File: config.mk
export PLATFORM = sky130hd
export DESIGN_NAME = writeback_stage_flat
export DESIGN_NICKNAME = d
export VERILOG_FILES = /design/src/logic/rv_isa_pkg.sv /design/src/logic/core_ctrl_pkg.sv /design/src/logic/stage_ifs.sv /design/src/logic/writeback_stage.sv /design/src/flat_wrapper.sv
export SDC_FILE = /design/constraint.sdc
export NUM_CORES = 1
export LEC_CHECK = 0
export BUFFER_PORTS_ARGS = -buffer_cell sky130_fd_sc_hd__buf_2
export CAP_MARGIN = 20
export CORE_AREA = 2 2 80 82
export CTS_BUF_LIST = sky130_fd_sc_hd__clkbuf_2 sky130_fd_sc_hd__clkbuf_4 sky130_fd_sc_hd__clkbuf_8
export CTS_CLUSTER_DIAMETER = 200
export CTS_CLUSTER_SIZE = 25
export DETAILED_ROUTE_END_ITERATION = 12
export DIE_AREA = 0 0 82 84
export PLACE_DENSITY = 0.73
export SLEW_MARGIN = 20
export SYNTH_ARGS = -nofsm -noshare
export SYNTH_HDL_FRONTEND = slang
export SYNTH_SLANG_ARGS = --single-unit
File: constraint.sdc
create_clock -name clk -period 1.1 [get_ports clk]
set_input_delay 0.055 -clock clk [delete_from_list [all_inputs] [get_ports clk]]
set_output_delay 0.055 -clock clk [all_outputs]
set_load 0.01 [all_outputs]
File: src/logic/rv_isa_pkg.sv
`default_nettype none

package rv_isa_pkg;

    localparam int inst_w   = 32;
    localparam int opcode_w = 5;
    localparam int funct3_w = 3;

    // major opcode taken from instruction bits 6 to 2.
    typedef enum logic [opcode_w-1:0] {
        op_load      = 5'b00000,
        op_ari_itype = 5'b00100,
        op_auipc     = 5'b00101,
        op_store     = 5'b01000,
        op_ari_rtype = 5'b01100,
        op_lui       = 5'b01101,
        op_branch    = 5'b11000,
        op_jalr      = 5'b11001,
        op_jal       = 5'b11011
    } opcode_e;

    typedef enum logic [funct3_w-1:0] {
        fn_beq  = 3'b000,
        fn_bne  = 3'b001,
        fn_blt  = 3'b100,
        fn_bge  = 3'b101,
        fn_bltu = 3'b110,
        fn_bgeu = 3'b111
    } branch_fn_e;

    // fn_add and fn_sr cover SUB and SRA through instruction bit 30.
    typedef enum logic [funct3_w-1:0] {
        fn_add  = 3'b000,
        fn_sll  = 3'b001,
        fn_slt  = 3'b010,
        fn_sltu = 3'b011,
        fn_xor  = 3'b100,
        fn_sr   = 3'b101,
        fn_or   = 3'b110,
        fn_and  = 3'b111
    } alu_fn_e;

    // addi x0, x0, 0.
    localparam logic [inst_w-1:0] nop_inst = 32'h0000_0013;

endpackage

`default_nettype wire

File: src/logic/core_ctrl_pkg.sv
`default_nettype none

package core_ctrl_pkg;

    localparam int xlen       = 32;
    localparam int reg_addr_w = 5;

    // source of the register write data. 2'b11 is never produced.
    typedef enum logic [1:0] {
        wb_pc4 = 2'b00,
        wb_mem = 2'b01,
        wb_alu = 2'b10
    } wb_sel_e;

endpackage

`default_nettype wire

File: src/logic/stage_ifs.sv
`timescale 1ns/10ps
`default_nettype none


// ======================================================================
// execute to writeback
// ======================================================================
interface xw_if import rv_isa_pkg::*, core_ctrl_pkg::*; ();
    logic [inst_w-1:0] inst;
    logic [xlen-1:0]   pc4;
    logic [xlen-1:0]   alu_res;
    logic [xlen-1:0]   mem_rdata;

    modport src (output inst, pc4, alu_res, mem_rdata);
    modport dst (input inst, pc4, alu_res, mem_rdata);
endinterface

// ======================================================================
// controller steering, with the compare results coming back
// ======================================================================
interface steer_if import core_ctrl_pkg::*; ();
    logic    pc_sel;
    logic    alu1_sel;
    logic    alu2_sel;
    logic    brun;
    logic    dmem_we;
    wb_sel_e wb_sel;
    logic    we;
    logic    breq;
    logic    brlt;

    modport ctrl (output pc_sel, alu1_sel, alu2_sel, brun, dmem_we, wb_sel, we,
                  input breq, brlt);
    modport exe (input pc_sel, alu1_sel, alu2_sel, brun, dmem_we,
                 output breq, brlt);
    modport wb (input wb_sel, we);
endinterface

`default_nettype wire

File: src/logic/writeback_stage.sv
`timescale 1ns/10ps
`default_nettype none

module writeback_stage import rv_isa_pkg::*, core_ctrl_pkg::*; (
    input  logic                  clk,
    input  logic                  rst,
    xw_if.dst                     xw,
    steer_if.wb                   steer,
    output logic                  rf_we,
    output logic [reg_addr_w-1:0] rf_waddr,
    output logic [xlen-1:0]       rf_wdata,
    output logic                  retire_valid,
    output logic [reg_addr_w-1:0] retire_rd,
    output logic [xlen-1:0]       retire_data
);

    wb_sel_e wb_sel_q;

    // the select is decoded a stage early and follows its instruction here.
    always_ff @(posedge clk) begin
        if (rst) begin
            wb_sel_q <= wb_alu;
        end else begin
            wb_sel_q <= steer.wb_sel;
        end
    end

    always_comb begin
        case (wb_sel_q)
            wb_pc4:  rf_wdata = xw.pc4;
            wb_mem:  rf_wdata = xw.mem_rdata;
            default: rf_wdata = xw.alu_res;
        endcase
    end

    assign rf_we    = steer.we;
    assign rf_waddr = xw.inst[11:7];

    // writes to x0 change nothing and are not reported.
    assign retire_valid = rf_we && rf_waddr != '0;
    assign retire_rd    = rf_waddr;
    assign retire_data  = rf_wdata;

    // only a load takes the memory data.
    a_sel_follows: assert property (@(posedge clk) disable iff (rst)
        rf_we |-> ((wb_sel_q == wb_mem) == (opcode_e'(xw.inst[6:2]) == op_load)));

endmodule

`default_nettype wire

File: src/flat_wrapper.sv
// flat-port wrapper written by rule: the top's interface ports become plain ports
module writeback_stage_flat import rv_isa_pkg::*, core_ctrl_pkg::*;
  (clk, rst, rf_we, rf_waddr, rf_wdata, retire_valid, retire_rd, retire_data, xw_inst, xw_pc4, xw_alu_res, xw_mem_rdata, steer_wb_sel, steer_we);
  xw_if xw_i ();
  steer_if steer_i ();
  input  logic clk;
  input  logic rst;
  output logic rf_we;
  output logic [reg_addr_w-1:0] rf_waddr;
  output logic [xlen-1:0] rf_wdata;
  output logic retire_valid;
  output logic [reg_addr_w-1:0] retire_rd;
  output logic [xlen-1:0] retire_data;
  input wire logic [$bits(xw_i.inst)-1:0] xw_inst;
  input wire logic [$bits(xw_i.pc4)-1:0] xw_pc4;
  input wire logic [$bits(xw_i.alu_res)-1:0] xw_alu_res;
  input wire logic [$bits(xw_i.mem_rdata)-1:0] xw_mem_rdata;
  input wire logic [$bits(steer_i.wb_sel)-1:0] steer_wb_sel;
  input wire logic [$bits(steer_i.we)-1:0] steer_we;
  assign xw_i.inst = xw_inst;
  assign xw_i.pc4 = xw_pc4;
  assign xw_i.alu_res = xw_alu_res;
  assign xw_i.mem_rdata = xw_mem_rdata;
  assign steer_i.wb_sel = steer_wb_sel;
  assign steer_i.we = steer_we;
  writeback_stage u_core (.clk(clk), .rst(rst), .xw(xw_i), .steer(steer_i), .rf_we(rf_we), .rf_waddr(rf_waddr), .rf_wdata(rf_wdata), .retire_valid(retire_valid), .retire_rd(retire_rd), .retire_data(retire_data));
endmodule
==> metrics.md <==
| Metric | Value |
|---|---|
| Status | finished, violations left |
| Failing checks | negative setup slack |
| Fill cells | 661 |
| DR WL/cell | 10.14 microns |
| Sequential share of the synthesized area | 3.778% |
| Largest Register | u_core.wb_sel_q |
| Final setup viols | 64 |
| Hold EP | u_core.wb_sel_q[1] |
| Multi-input gate area | 674.4 sq um |
| Gr ovfl total | 0 |
| Initial antenna violation count | 0 |
| Dpl cells | 364 |
| Setup ws final | -0.1668 ns |
| Worst Path Arrival | 1.21 ns |
| Cells after Synth | 156 |
| HPWL Detailed | 3.155 mm |
| Fmax | 0.7894 GHz |
| Routed WL | 3.741 mm |
| DR iter-0 viols | 14 |
| Critical Path Fanout Max | 14 |
| Num rows | 29 |
| Initial DRT Pass Iterations | 4 |
| Synth warn | 0 |
| Leading cell type in the layout, fill and taps excluded | buf_2 |
| Residual DRC | 0 |
| Min-delay worst type | input port to flip-flop |
| Fin cells | 369 |
| Htree depth | 1 |
| Count of clock tree sinks | 2 |
| CTS Buf Count | 3 |
| Worst-path clk slew | 0.03 ns |
| Max Slew Vio Count | 0 |
| Max-cap violations | 0 |
| Synth Register Bits | 2 |
| Distinct cells, synth | 12 |
| Met2 wire len | 2.071 mm |
| Peak supply drop | 0.5268 mV |
| Initial Util | 17.39% |
| # IOs | 209 |
| Worst Tran Pin Value | 0.1653 ns |
| Syn Area/Cell | 6.793 sq um |
| CP endpoint kind | output pin |
| Worst hold slack | 0.03657 ns |
| Most frequent cells in the layout | buf_2 (181), nand2_1 (32), mux2i_1 (27), o21ai_1 (27), o21ai_2 (5) |
| Diode count | 0 |
| Port buffer count | 181 |
| Post-route ant nets | 0 |
| Data required, critical path | 1.04 ns |
| Hold path depth | 2 |
| Die area | 0.006888 sq mm |
| Post-Synthesis Cell Area | 0.001060 sq mm |
| RSZ-0062 raised after global routing | true |
| Max layer used | met4 |
| Area growth syn-to-layout | 77.21% |
| Share of post-route cells with drive strength above 1 | 69.18% |
| Global-route wire length before repair | 4.809 mm |
| PD cells | 639.7 mW/mm^2 |
| CTS tree | yes |
| Relative slew slack | 88.66% |
| Total number of vias | 1506 |
| Leak pwr | 1.092 nW |
| Hold path startpoint | steer_wb_sel[1] |
| Gpl congestion | 0.7538 |
| Vias in the first global route | 1232 |
| Max reg flops | 2 |
| Critical path class | flip-flop to output pin |
| Pre-CTS WS | 0.01669 ns |
| Gr usage total | 8.446% |
| Die height | 84 microns |
| Post-Syn Nets | 289 |
| Max Buffers Root-to-Sink | 2 |
| Final TNS setup | -9.255 ns |
| FF/Latch Area | 45.04 sq um |
| Met1 WL | 1.304 mm |
| Met3 WL | 362 microns |
| Final min period | 1.267 ns |
| Startpoint class of the critical path | flip-flop |
| Pin count of the biggest net entering global routing | 37 |
| NumNets Final | 427 |
| Top flop regs | u_core.wb_sel_q (2) |
| Part of the cycle the worst path needs | 115.2% |
| Post-route cell area | 0.001878 sq mm |
| Final hold violation count | 0 |
| Placed inst area | 0.001764 sq mm |
| Vias per inst | 4.081 |
| Postcts setup bufs | 0 |
| Root Driver | clkbuf_8 |
| Die width | 82 microns |
| Core area | 0.006096 sq mm |
stage by stage:
step / util, % / power [mW]
after global routing: 30.81 / 1.300
final: 30.81 / 1.201
after CTS: 29.82 / 1.187
after global placement: 28.94 / 0.8713
after floorplan: - / 0.6196
after detailed placement: 28.94 / 0.8877
report_power, final:
part	switching (mW)	internal [mW]
Sequential	0.00757	0.0767
Clock	0.0548	0.231
Combinational	0.407	0.424
routing by layer:
metal  global-route usage, %  vias to the layer above
met5                       0                        -
met4                   1.818                        0
met3                  0.8658                        2
met2                   18.99                      100
met1                   7.222                      648
li1                        -                      756
worst max-delay path, cell delays in order (launching register included):
cell     delay, ns
dfxtp_4       0.38
buf_12        0.17
mux2i_1       0.22
o21ai_1       0.09
buf_2         0.14
area by class of cell:
cell class	instances	area share, %
repair buffers	187	54.36
multi-input cells	100	35.91
well taps	77	5.130
flip-flops and latches	2	2.398
clock buffers	3	2.199
how the worst max path moves through the flow:
| stage | cells past startpoint | from | endpoint |
|---|---|---|---|
| floorplan | 5 | u_core.wb_sel_q[0] | rf_wdata[10] |
| global placement | 4 | u_core.wb_sel_q[0] | rf_wdata[12] |
| detailed placement | 4 | u_core.wb_sel_q[0] | rf_wdata[12] |
| CTS | 4 | u_core.wb_sel_q[0] | rf_wdata[12] |
| global route | 4 | u_core.wb_sel_q[0] | retire_data[3] |
| finish | 4 | u_core.wb_sel_q[0] | rf_wdata[5] |
synthesized netlist by cell type:
master	instances	area (sq um)
buf_2	1	5.000
buf_4	44	330.3
buf_6	3	33.78
clkbuf_1	6	22.52
dfxtp_1	2	40.04
mux2i_1	32	320.3
nand2_1	32	120.1
nor2b_1	1	6.260
o21a_1	1	7.510
o21ai_0	32	160.2
or2_2	1	6.260
or4_1	1	7.510
cell families after synthesis:
group / Yosys count / share of synthesized area (%)
buffers and inverters: 54 / 36.95
flip-flops: 2 / 3.778
multiplexers: 32 / 30.22
AND/OR/NAND/NOR: 35 / 13.22
AO/OA/AOI/OAI: 33 / 15.82
repair_timing:
item                                   4_1_cts  5_1_grt
resized for setup                            1        8
endpoints found under the hold margin        1        0
hold buffers                                 1        0
cloned                                       0        1
setup endpoints to repair                   64       64
No activity file was read; power rests on OpenSTA's default activity.
