==> src/logic/rv_isa_pkg.sv <==
`default_nettype none

package rv_isa_pkg;

    localparam int inst_w   = 32;
    localparam int opcode_w = 5;
    localparam int funct3_w = 3;

    // major opcode taken from instruction bits 6 to 2.
    typedef enum logic [opcode_w-1:0] {
        op_load      = 5'b00000,
        op_ari_itype = 5'b00100,
        op_auipc     = 5'b00101,
        op_store     = 5'b01000,
        op_ari_rtype = 5'b01100,
        op_lui       = 5'b01101,
        op_branch    = 5'b11000,
        op_jalr      = 5'b11001,
        op_jal       = 5'b11011
    } opcode_e;

    typedef enum logic [funct3_w-1:0] {
        fn_beq  = 3'b000,
        fn_bne  = 3'b001,
        fn_blt  = 3'b100,
        fn_bge  = 3'b101,
        fn_bltu = 3'b110,
        fn_bgeu = 3'b111
    } branch_fn_e;

    // fn_add and fn_sr cover SUB and SRA through instruction bit 30.
    typedef enum logic [funct3_w-1:0] {
        fn_add  = 3'b000,
        fn_sll  = 3'b001,
        fn_slt  = 3'b010,
        fn_sltu = 3'b011,
        fn_xor  = 3'b100,
        fn_sr   = 3'b101,
        fn_or   = 3'b110,
        fn_and  = 3'b111
    } alu_fn_e;

    // addi x0, x0, 0.
    localparam logic [inst_w-1:0] nop_inst = 32'h0000_0013;

endpackage

`default_nettype wire

==> src/logic/core_ctrl_pkg.sv <==
`default_nettype none

package core_ctrl_pkg;

    localparam int xlen       = 32;
    localparam int reg_addr_w = 5;

    // source of the register write data. 2'b11 is never produced.
    typedef enum logic [1:0] {
        wb_pc4 = 2'b00,
        wb_mem = 2'b01,
        wb_alu = 2'b10
    } wb_sel_e;

endpackage

`default_nettype wire

==> src/logic/stage_ifs.sv <==
`timescale 1ns/10ps
`default_nettype none

// ======================================================================
// decode to execute
// ======================================================================
interface dx_if import rv_isa_pkg::*, core_ctrl_pkg::*; ();
    logic [inst_w-1:0] inst;
    logic [xlen-1:0]   pc;
    logic [xlen-1:0]   rs1_data;
    logic [xlen-1:0]   rs2_data;
    logic [xlen-1:0]   imm;

    modport src (output inst, pc, rs1_data, rs2_data, imm);
    modport dst (input inst, pc, rs1_data, rs2_data, imm);
endinterface

// ======================================================================
// execute to writeback
// ======================================================================
interface xw_if import rv_isa_pkg::*, core_ctrl_pkg::*; ();
    logic [inst_w-1:0] inst;
    logic [xlen-1:0]   pc4;
    logic [xlen-1:0]   alu_res;
    logic [xlen-1:0]   mem_rdata;

    modport src (output inst, pc4, alu_res, mem_rdata);
    modport dst (input inst, pc4, alu_res, mem_rdata);
endinterface

// ======================================================================
// controller steering, with the compare results coming back
// ======================================================================
interface steer_if import core_ctrl_pkg::*; ();
    logic    pc_sel;
    logic    alu1_sel;
    logic    alu2_sel;
    logic    brun;
    logic    dmem_we;
    wb_sel_e wb_sel;
    logic    we;
    logic    breq;
    logic    brlt;

    modport ctrl (output pc_sel, alu1_sel, alu2_sel, brun, dmem_we, wb_sel, we,
                  input breq, brlt);
    modport exe (input pc_sel, alu1_sel, alu2_sel, brun, dmem_we,
                 output breq, brlt);
    modport wb (input wb_sel, we);
endinterface

`default_nettype wire

==> src/logic/pipe_ctrl.sv <==
`timescale 1ns/10ps
`default_nettype none

module pipe_ctrl import rv_isa_pkg::*, core_ctrl_pkg::*; (
    input  logic clk,
    input  logic rst,
    input  logic run,
    dx_if.dst    dx,
    xw_if.dst    xw,
    steer_if.ctrl steer
);

    logic       dec_valid_q;
    logic       dec_valid;
    logic       exe_valid;
    logic       wb_valid;
    logic       br_cond;
    logic       taken;
    opcode_e    x_op;
    opcode_e    w_op;
    branch_fn_e x_fn;

    // dx holds the instruction now in execute, xw the one in writeback.
    assign x_op = opcode_e'(dx.inst[6:2]);
    assign x_fn = branch_fn_e'(dx.inst[14:12]);
    assign w_op = opcode_e'(xw.inst[6:2]);

    always_comb begin
        case (x_fn)
            fn_beq:          br_cond = steer.breq;
            fn_bne:          br_cond = !steer.breq;
            fn_blt, fn_bltu: br_cond = steer.brlt;
            fn_bge, fn_bgeu: br_cond = !steer.brlt;
            default:         br_cond = 1'b0;
        endcase
    end

    assign taken = exe_valid &&
                   (x_op == op_jal || x_op == op_jalr || (x_op == op_branch && br_cond));

    assign steer.pc_sel   = taken;
    assign steer.alu1_sel = x_op inside {op_auipc, op_jal, op_branch};
    assign steer.alu2_sel = x_op != op_ari_rtype;
    assign steer.brun     = x_fn inside {fn_bltu, fn_bgeu};
    assign steer.dmem_we  = exe_valid && x_op == op_store;

    always_comb begin
        case (x_op)
            op_jal, op_jalr: steer.wb_sel = wb_pc4;
            op_load:         steer.wb_sel = wb_mem;
            default:         steer.wb_sel = wb_alu;
        endcase
    end

    assign steer.we = wb_valid && (w_op inside {op_lui, op_auipc, op_jal, op_jalr, op_load,
                                                op_ari_itype, op_ari_rtype});

    // decode holds a real instruction only while the program runs.
    assign dec_valid = dec_valid_q && run;

    always_ff @(posedge clk) begin
        if (rst) begin
            dec_valid_q <= 1'b0;
            exe_valid   <= 1'b0;
            wb_valid    <= 1'b0;
        end else begin
            dec_valid_q <= 1'b1;
            exe_valid   <= dec_valid && !taken;
            wb_valid    <= exe_valid;
        end
    end

    // the instruction that redirects goes on to writeback.
    a_redirect_moves_on: assert property (@(posedge clk) disable iff (rst)
        steer.pc_sel |=> wb_valid && (w_op inside {op_jal, op_jalr, op_branch}));

endmodule

`default_nettype wire

==> src/flat_wrapper.sv <==
// flat-port wrapper written by rule: the top's interface ports become plain ports
module pipe_ctrl_flat import rv_isa_pkg::*, core_ctrl_pkg::*;
  (clk, rst, run, dx_inst, dx_pc, dx_rs1_data, dx_rs2_data, dx_imm, xw_inst, xw_pc4, xw_alu_res, xw_mem_rdata, steer_pc_sel, steer_alu1_sel, steer_alu2_sel, steer_brun, steer_dmem_we, steer_wb_sel, steer_we, steer_breq, steer_brlt);
  dx_if dx_i ();
  xw_if xw_i ();
  steer_if steer_i ();
  input  logic clk;
  input  logic rst;
  input  logic run;
  input wire logic [$bits(dx_i.inst)-1:0] dx_inst;
  input wire logic [$bits(dx_i.pc)-1:0] dx_pc;
  input wire logic [$bits(dx_i.rs1_data)-1:0] dx_rs1_data;
  input wire logic [$bits(dx_i.rs2_data)-1:0] dx_rs2_data;
  input wire logic [$bits(dx_i.imm)-1:0] dx_imm;
  input wire logic [$bits(xw_i.inst)-1:0] xw_inst;
  input wire logic [$bits(xw_i.pc4)-1:0] xw_pc4;
  input wire logic [$bits(xw_i.alu_res)-1:0] xw_alu_res;
  input wire logic [$bits(xw_i.mem_rdata)-1:0] xw_mem_rdata;
  output wire logic [$bits(steer_i.pc_sel)-1:0] steer_pc_sel;
  output wire logic [$bits(steer_i.alu1_sel)-1:0] steer_alu1_sel;
  output wire logic [$bits(steer_i.alu2_sel)-1:0] steer_alu2_sel;
  output wire logic [$bits(steer_i.brun)-1:0] steer_brun;
  output wire logic [$bits(steer_i.dmem_we)-1:0] steer_dmem_we;
  output wire logic [$bits(steer_i.wb_sel)-1:0] steer_wb_sel;
  output wire logic [$bits(steer_i.we)-1:0] steer_we;
  input wire logic [$bits(steer_i.breq)-1:0] steer_breq;
  input wire logic [$bits(steer_i.brlt)-1:0] steer_brlt;
  assign dx_i.inst = dx_inst;
  assign dx_i.pc = dx_pc;
  assign dx_i.rs1_data = dx_rs1_data;
  assign dx_i.rs2_data = dx_rs2_data;
  assign dx_i.imm = dx_imm;
  assign xw_i.inst = xw_inst;
  assign xw_i.pc4 = xw_pc4;
  assign xw_i.alu_res = xw_alu_res;
  assign xw_i.mem_rdata = xw_mem_rdata;
  assign steer_pc_sel = steer_i.pc_sel;
  assign steer_alu1_sel = steer_i.alu1_sel;
  assign steer_alu2_sel = steer_i.alu2_sel;
  assign steer_brun = steer_i.brun;
  assign steer_dmem_we = steer_i.dmem_we;
  assign steer_wb_sel = steer_i.wb_sel;
  assign steer_we = steer_i.we;
  assign steer_i.breq = steer_breq;
  assign steer_i.brlt = steer_brlt;
  pipe_ctrl u_core (.clk(clk), .rst(rst), .run(run), .dx(dx_i), .xw(xw_i), .steer(steer_i));
endmodule
==> config.mk <==
export PLATFORM = sky130hd
export DESIGN_NAME = pipe_ctrl_flat
export DESIGN_NICKNAME = d
export VERILOG_FILES = /design/src/logic/rv_isa_pkg.sv /design/src/logic/core_ctrl_pkg.sv /design/src/logic/stage_ifs.sv /design/src/logic/pipe_ctrl.sv /design/src/flat_wrapper.sv
export SDC_FILE = /design/constraint.sdc
export NUM_CORES = 1
export LEC_CHECK = 0
export BUFFER_PORTS_ARGS = -buffer_cell sky130_fd_sc_hd__buf_4
export CAP_MARGIN = 20
export CELL_PAD_IN_SITES_DETAIL_PLACEMENT = 1
export CELL_PAD_IN_SITES_GLOBAL_PLACEMENT = 1
export CORE_AREA = 2 2 118 120
export CTS_BUF_LIST = sky130_fd_sc_hd__clkbuf_8
export DETAILED_ROUTE_END_ITERATION = 7
export DIE_AREA = 0 0 120 122
export GPL_TIMING_DRIVEN = 0
export PLACE_DENSITY = 0.95
export SETUP_SLACK_MARGIN = 0.02
export SLEW_MARGIN = 10
export SYNTH_ARGS = -nofsm -noshare
export SYNTH_HDL_FRONTEND = slang
export SYNTH_SLANG_ARGS = --single-unit
export TNS_END_PERCENT = 20
==> constraint.sdc <==
create_clock -name clk -period 1.4 [get_ports clk]
set_clock_uncertainty 0.05 [all_clocks]
set_input_delay 0.14 -clock clk [delete_from_list [all_inputs] [get_ports clk]]
set_output_delay 0.14 -clock clk [all_outputs]
set_load 0.01 [all_outputs]
==> impl_metrics.toml, run 1 <==
[run_status]
outcome = "finished clean"

[pwr]
finalPower_uw = 438
power_density_nw_per_um2 = 570
ir_worst_vdd_mv = 0.105
power_leakage_uw = 0.000258

[worst_setup_path]
path_cells = "nand3b_1, nor2_2, o31a_1, buf_4"
crit_type = "register to output port"
critPathCaptureType = "output port"
worst-endpoint-arrival_ns = 1.11
startpoint_type = "register"
critPathTopFamily = "flip-flops"
crit_path_max_incr_delay_ns = 0.32
slowest_stage = "dfxtp_2"
critPathRequiredTime_ns = 1.21
critPathMaxFanout = 3
crit_buf_inv = 1

[route]
first_pass_iters = 2
num_vias = 413
post-route-drc-count = 0
wl_met2_um = 550
totalWireLength_mm = 1.48
wl_met1_um = 620
drt_iter0_markers = 5
routed.top_layer = "met4"
vias_per_cell = 1.65
postRouteAntennaNets = 0
wl_met3_um = 250
wl_per_cell_um = 5.90

[grt]
grt_antenna_before_repair = 0
grt_pass1_vias = 408
grt_use_total_pct = 2.20
overflow = 0
grt_max_degree = 8
grt_pass1_wl_mm = 2.20

[placement]
port_buffers = 25
routabilityCongestion = 0.608

[synthesis]
synth_area_leader_cell = "dfxtp_1"
yosysSeqAreaShare_pct = 21.2
netlist-cell-type-count = 25
syn_inst = 39
synth.avg_cell_area_um2 = 7.25
synthesis.nets = 332
yosys_warnings = 0
synth-seq-cells = 3
netlist_area_um2 = 283
yosys.area.top_type_share_pct = 21.2
synth_area_leaders = "dfxtp_1, nor3_1, nor2_1"

[cells_and_area]
ff_latch_area_um2 = 61.3
final_layout_size_suffix_gt1_share_pct = 52.1
syn2layout_area_growth_pct = 171
layout_common_cells = "buf_4, nor3_1, inv_1, nor2_1, clkbuf_8"
multi_input_area_um2 = 214
diodes = 0
final_common_cell = "buf_4"
fillerInstances = 1607
nets = 365

[timing]
setup_violations = 0
worst_slew_pin_slew_ns = 0.217
min_period_ns = 1.30
fmax_ghz = 0.769
setup_tns_ns = 0
rsz0062_at_grt = "yes"
slew_violations = 0
hold_viol = 0
slew_headroom_pct = 85.4
fin_crit_sh_pct = 92.9

[cts]
clockRootBuffer = "clkbuf_8"
cts_tree = "yes"
cts_sinks = 3
cts_hold_buf = 0
htreeDepth = 1
clk_path_buf_depth = 2
numCtsBuffers = 3
worstSkewPairLatency_ns = 0.21
clk_pin_slew_worst_paths_ns = 0.03

[floorplan]
die_area_um2 = 14600
core_um2 = 13500
num_rows = 43
start_util_pct = 2.09
die_h_um = 122
die_w_um = 120
io-pin-count = 301

[flow_run]
drv_cap = 0

[hold_path]
min_path_type = "input pin to register"
==> stage by stage <==
| step | hold WS [ns] | setup WS (ns) | area (um2) | utilization (%) | std cells |
|---|---|---|---|---|---|
| 3_5_place_dp | 0.262 | 0.164 | 696 | 5.15 | 244 |
| 5_1_grt | 0.0330 | -0.00563 | 767 | 5.68 | 251 |
| 3_3_place_gp | 0.258 | 0.168 | 696 | 5.15 | 244 |
| 4_1_cts | 0.0365 | 0.0210 | 759 | 5.62 | 250 |
| 2_1_floorplan | 0.162 | 0.416 | 283 | - | 39 |
| 6_report | 0.0416 | 0.100 | 767 | 5.68 | 251 |
==> path summary, 6_finish.rpt <==
path | end | slack, ns | cells after the start | start
max | steer_pc_sel | 0.1 | 4 | u_core.exe_valid$_SDFF_PP0_
min | u_core.wb_valid$_SDFF_PP0_ | 0.04 | 2 | rst
min reg2reg | u_core.exe_valid$_SDFF_PP0_ | 0.40 | 2 | u_core.dec_valid_q$_DFF_P_
max reg2reg | u_core.exe_valid$_SDFF_PP0_ | 0.32 | 4 | u_core.exe_valid$_SDFF_PP0_
==> layout make-up <==
type | count | share of cell area [%]
Timing Repair Buffer | 28 | 27.4
Clock inverter | 1 | 0.489
Clock buffer | 3 | 5.38
Tap cell | 180 | 29.4
Sequential cell | 3 | 7.99
Inverter | 3 | 1.47
Multi-Input combinational cell | 33 | 27.9
==> metal layers <==
metal  global-route usage, %  vias up
met5                       0        -
li1                        -      206
met4                    2.21        0
met2                    2.81       22
met1                    2.39      183
met3                    1.40        2
==> cells by family after synthesis <==
kind of cell	count (synthesis)	synth area share [%]
compound gates	9	22.1
xor+xnor	2	6.20
buf+inv	3	3.98
flops	3	21.2
simple gates	22	46.5
==> what timing repair did <==
| action | 4_1_cts | 5_1_grt |
|---|---|---|
| gates resized for setup | 2 | 0 |
| setup buffers | 2 | 1 |
| pin swaps | 2 | 1 |
| endpoints found under the setup margin | 1 | 1 |
==> Yosys cell counts <==
library cell,instances
a21boi_0,1
a21oi_1,1
a31oi_1,1
and2_1,1
and4bb_2,1
dfxtp_1,3
inv_1,3
nand2_1,1
nand2b_1,1
nand3_1,2
nand3b_1,1
nand4b_1,1
nor2_1,5
nor2b_1,1
nor3_1,4
nor4_1,1
o2111ai_1,1
o21ai_0,1
o21ai_2,1
o22ai_1,2
o31a_1,1
or2_2,1
or2b_1,1
or3_4,1
xnor2_1,2
==> sequential cells by signal (all words and copies together), names as in the netlist <==
register / cells
u_core.wb_valid: 1
u_core.exe_valid: 1
u_core.dec_valid_q: 1
==> power by group <==
part	switching [uW]	leakage (uW)	total [uW]	internal [uW]
registers	1.57	0.0000252	91.5	89.9
logic	47.7	0.000206	107	59.6
clock network	52.6	0.0000269	239	186
==> worst reg2reg max path: cells and delay by family, from the launching register on <==
kind,cells,cell delay (ns)
compound gates,2,0.25
simple gates,1,0.16
flops,1,0.32
buf+inv,1,0.18
No activity file was read; power rests on OpenSTA's default activity.
==> run 2, diff against run 1 <==
Settings changed: MAX_ROUTING_LAYER set to met4, REMOVE_ABC_BUFFERS set to 1.
==> impl_metrics.toml, run 2 (same netlist as run 1, synthesis figures left out) <==
[cts]
cts_sinks = 3
cts_hold_buf = 0
cts_tree = "yes"
worstSkewPairLatency_ns = 0.21
clockRootBuffer = "clkbuf_8"
htreeDepth = 1
clk_path_buf_depth = 2
clk_pin_slew_worst_paths_ns = 0.03
numCtsBuffers = 3

[placement]
place_ws_ns = 0.164
place_area_um2 = 696
place_inst = 244
routabilityCongestion = 0.612
port_buffers = 25

[grt]
grt_use_total_pct = 2.27
grt_pass1_vias = 411
grt_antenna_before_repair = 0
overflow = 0
grt_max_degree = 8
grt_pass1_wl_mm = 2.20

[worst_setup_path]
critPathCaptureType = "output port"
critPathTopFamily = "flip-flops"
crit_buf_inv = 1
crit_path_max_incr_delay_ns = 0.32
critPathMaxFanout = 3
startpoint_type = "register"
worst-endpoint-arrival_ns = 1.11
critPathRequiredTime_ns = 1.21
slowest_stage = "dfxtp_2"
path_cells = "nand3b_1, nor2_2, o31a_1, buf_4"
crit_type = "register to output port"

[cells_and_area]
nets = 365
syn2layout_area_growth_pct = 171
final_area_um2 = 767
layout_common_cells = "buf_4, nor3_1, inv_1, nor2_1, clkbuf_8"
final_common_cell = "buf_4"
reg.largest.list = "u_core.dec_valid_q x1, u_core.exe_valid x1, u_core.wb_valid x1"
instances_no_fill = 251
diodes = 0
final_layout_size_suffix_gt1_share_pct = 52.1
postLayoutCoreUtil_pct = 5.68
fillerInstances = 1607

[floorplan]
start_util_pct = 2.09
die_area_um2 = 14600
io-pin-count = 301
die_w_um = 120
num_rows = 43
core_um2 = 13500
die_h_um = 122

[timing]
rsz0062_at_grt = "yes"
min_period_ns = 1.30
setup_violations = 0
setup_tns_ns = 0
slew_violations = 0
hold_viol = 0
fmax_ghz = 0.769
fin_crit_sh_pct = 92.9
worst_slew_pin_slew_ns = 0.217
setup_ws_ns = 0.0992
slew_headroom_pct = 85.4

[hold_path]
min_path_type = "input pin to register"

[route]
first_pass_iters = 2
wl_per_cell_um = 5.96
vias_per_cell = 1.65
postRouteAntennaNets = 0
totalWireLength_mm = 1.50
drt_iter0_markers = 4
post-route-drc-count = 0
num_vias = 415

[pwr]
power_density_nw_per_um2 = 571
power_leakage_uw = 0.000258
ir_worst_vdd_mv = 0.105

[flow_run]
drv_cap = 0

[run_status]
outcome = "finished clean"
run 2: cell counts in the layout (fill, tap and decap cells not counted):
Identical to the previous run, type by type.
run 2: worst paths after layout:
check                         startpoint  slack, ns  cells past startpoint                           to
max          u_core.exe_valid$_SDFF_PP0_        0.1                      4                 steer_pc_sel
max reg2reg  u_core.exe_valid$_SDFF_PP0_       0.32                      4  u_core.exe_valid$_SDFF_PP0_
min                                  rst       0.04                      2   u_core.wb_valid$_SDFF_PP0_
min reg2reg   u_core.dec_valid_q$_DFF_P_       0.40                      2  u_core.exe_valid$_SDFF_PP0_
run 2: final cells by class:
type                    instances  area (um2)  share of cell area [%]
repair buffers                 28         210                    27.4
flip-flops and latches          3        61.3                    7.99
multi-input cells              33         214                    27.9
inverters                       3        11.3                    1.47
clock inverters                 1        3.75                   0.489
well taps                     180         225                    29.4
clock buffers                   3        41.3                    5.38
run 2: per-layer routing:
metal	GRT usage, %	share of wire (%)	up-vias	wire (um)
li1	-	-	206	-
met1	2.39	42	185	621
met2	2.81	38	22	561
met3	1.40	17	2	250
met4	2.21	4.1	0	61
met5	-	0	-	0
run 2: repair_timing:
item	in CTS	in global routing
setup endpoints to repair	1	1
buffers inserted	2	1
pin swaps	2	1
resized for setup	2	0
run 2: power breakdown:
part / internal (uW) / total, uW / switching (uW)
sequential: 89.9 / 91.5 / 1.58
combinational: 59.6 / 108 / 48.2
clock: 186 / 239 / 52.6
total: 336 / 438 / 102
run 2: metrics by stage:
stage / hold slack [ns] / power (uW)
after floorplan: 0.162 / 127
final: 0.0416 / 438
after global placement: 0.258 / 196
after CTS: 0.0365 / 447
after detailed placement: 0.262 / 199
after global routing: 0.0330 / 472
==> run 3, diff against run 2 <==
Settings changed: RECOVER_POWER set to 50, SETUP_SLACK_MARGIN 0.02 to 0.5.
==> impl_metrics.toml, run 3 (same netlist as run 1, synthesis figures left out) <==
[timing]
hold_viol = 0
setup_tns_ns = 0
fmax_ghz = 0.775
rsz0062_at_grt = "yes"
setup_ws_ns = 0.109
worst_slew_pin_slew_ns = 0.255
hold_ws_ns = 0.0580
fin_crit_sh_pct = 92.2
slew_violations = 0
setup_violations = 0
slew_headroom_pct = 82.8
min_period_ns = 1.29

[placement]
routabilityCongestion = 0.612
port_buffers = 25
place_inst = 244
place_ws_ns = 0.164

[route]
wl_met3_um = 250
vias_per_cell = 1.72
drt_iter0_markers = 6
wl_per_cell_um = 5.98
first_pass_iters = 2
num_vias = 434
post-route-drc-count = 0
postRouteAntennaNets = 0
wl_met2_um = 588
routed.top_layer = "met4"
wl_met1_um = 607
totalWireLength_mm = 1.51

[cells_and_area]
final_common_cell = "buf_4"
reg.largest.list = "u_core.dec_valid_q x1, u_core.exe_valid x1, u_core.wb_valid x1"
instances_no_fill = 252
nets = 365
final_layout_size_suffix_gt1_share_pct = 60.6
syn2layout_area_growth_pct = 186
layout_common_cells = "buf_4, inv_1, nor2_1, clkbuf_8, buf_6"

[cts]
clk_path_buf_depth = 2
worstSkewPairLatency_ns = 0.21
cts_tree = "yes"
numCtsBuffers = 3
cts_sinks = 3
clockRootBuffer = "clkbuf_8"
htreeDepth = 1
clk_pin_slew_worst_paths_ns = 0.03
cts_hold_buf = 0

[floorplan]
die_h_um = 122
core_um2 = 13500
start_util_pct = 2.09
io-pin-count = 301
die_w_um = 120
num_rows = 43
die_area_um2 = 14600

[worst_setup_path]
critPathCaptureType = "output port"
startpoint_type = "register"
rr_worst_depth = 4
r2r-end = "u_core.exe_valid$_SDFF_PP0_"
critPathMaxFanout = 3
crit_type = "register to output port"
critPathRequiredTime_ns = 1.21
worst-endpoint-arrival_ns = 1.10
rrSetupSlack_ns = 0.33
r2r-start = "u_core.exe_valid$_SDFF_PP0_"

[hold_path]
min_from = "rst"
min_path_type = "input pin to register"
min_to = "u_core.wb_valid$_SDFF_PP0_"
holdPathStages = 2

[grt]
grt_pass1_vias = 411
overflow = 0
grt_pass1_wl_mm = 2.20
grt_max_degree = 8
grt_use_total_pct = 2.27
grt_antenna_before_repair = 1

[pwr]
power_density_nw_per_um2 = 549
ir_worst_vdd_mv = 0.105
power_leakage_uw = 0.000264
finalPower_uw = 445

[run_status]
outcome = "finished clean"

[flow_run]
drv_cap = 0
[run 3: power breakdown]
group	switching (uW)	internal, uW
logic	51.8	61.8
clock network	52.8	186
registers	1.94	90.1
total	106	338
[run 3: final cells by class]
type,count,area [um2]
Fill cell,1608,12700
Multi-Input combinational cell,33,241
Tap cell,180,225
Timing Repair Buffer,28,221
Sequential cell,3,62.6
Clock buffer,3,41.3
Inverter,3,11.3
Clock inverter,1,3.75
Antenna cell,1,2.50
[run 3: worst max path at each step]
stage                           startpoint               to  slack, ns  depth (start not counted)
2_1_floorplan                   dx_inst[3]  steer_wb_sel[0]       0.42                          2
3_3_place_gp   u_core.exe_valid$_SDFF_PP0_     steer_pc_sel       0.17                          4
3_5_place_dp   u_core.exe_valid$_SDFF_PP0_     steer_pc_sel       0.16                          4
4_1_cts        u_core.exe_valid$_SDFF_PP0_     steer_pc_sel       0.02                          4
5_1_grt        u_core.exe_valid$_SDFF_PP0_     steer_pc_sel       0.02                          4
6_report       u_core.exe_valid$_SDFF_PP0_     steer_pc_sel       0.11                          4
[run 3: metal layers]
metal	vias to the layer above	track usage [%]
met2	22	2.81
met3	2	1.40
met1	200	2.39
met5	-	-
met4	0	2.21
li1	210	-
[run 3: timing repair]
item | in CTS | in global routing
setup endpoints to repair | 8 | 8
gates cloned | 0 | 0
resized for setup | 2 | 11
setup buffers | 2 | 1
pin swaps | 2 | 5
[run 3: metrics by stage]
step           utilization, %  area (um2)
6_report                 5.99         810
5_1_grt                  5.99         810
4_1_cts                  5.62         759
3_5_place_dp             5.15         696
3_3_place_gp             5.15         696
2_1_floorplan               -         283
[run 3: worst max-delay path, stage by stage, from the launching register on]
cell,delay (ns)
dfxtp_2,0.33
nand3b_1,0.16
nor2_2,0.14
o31a_1,0.14
buf_4,0.11
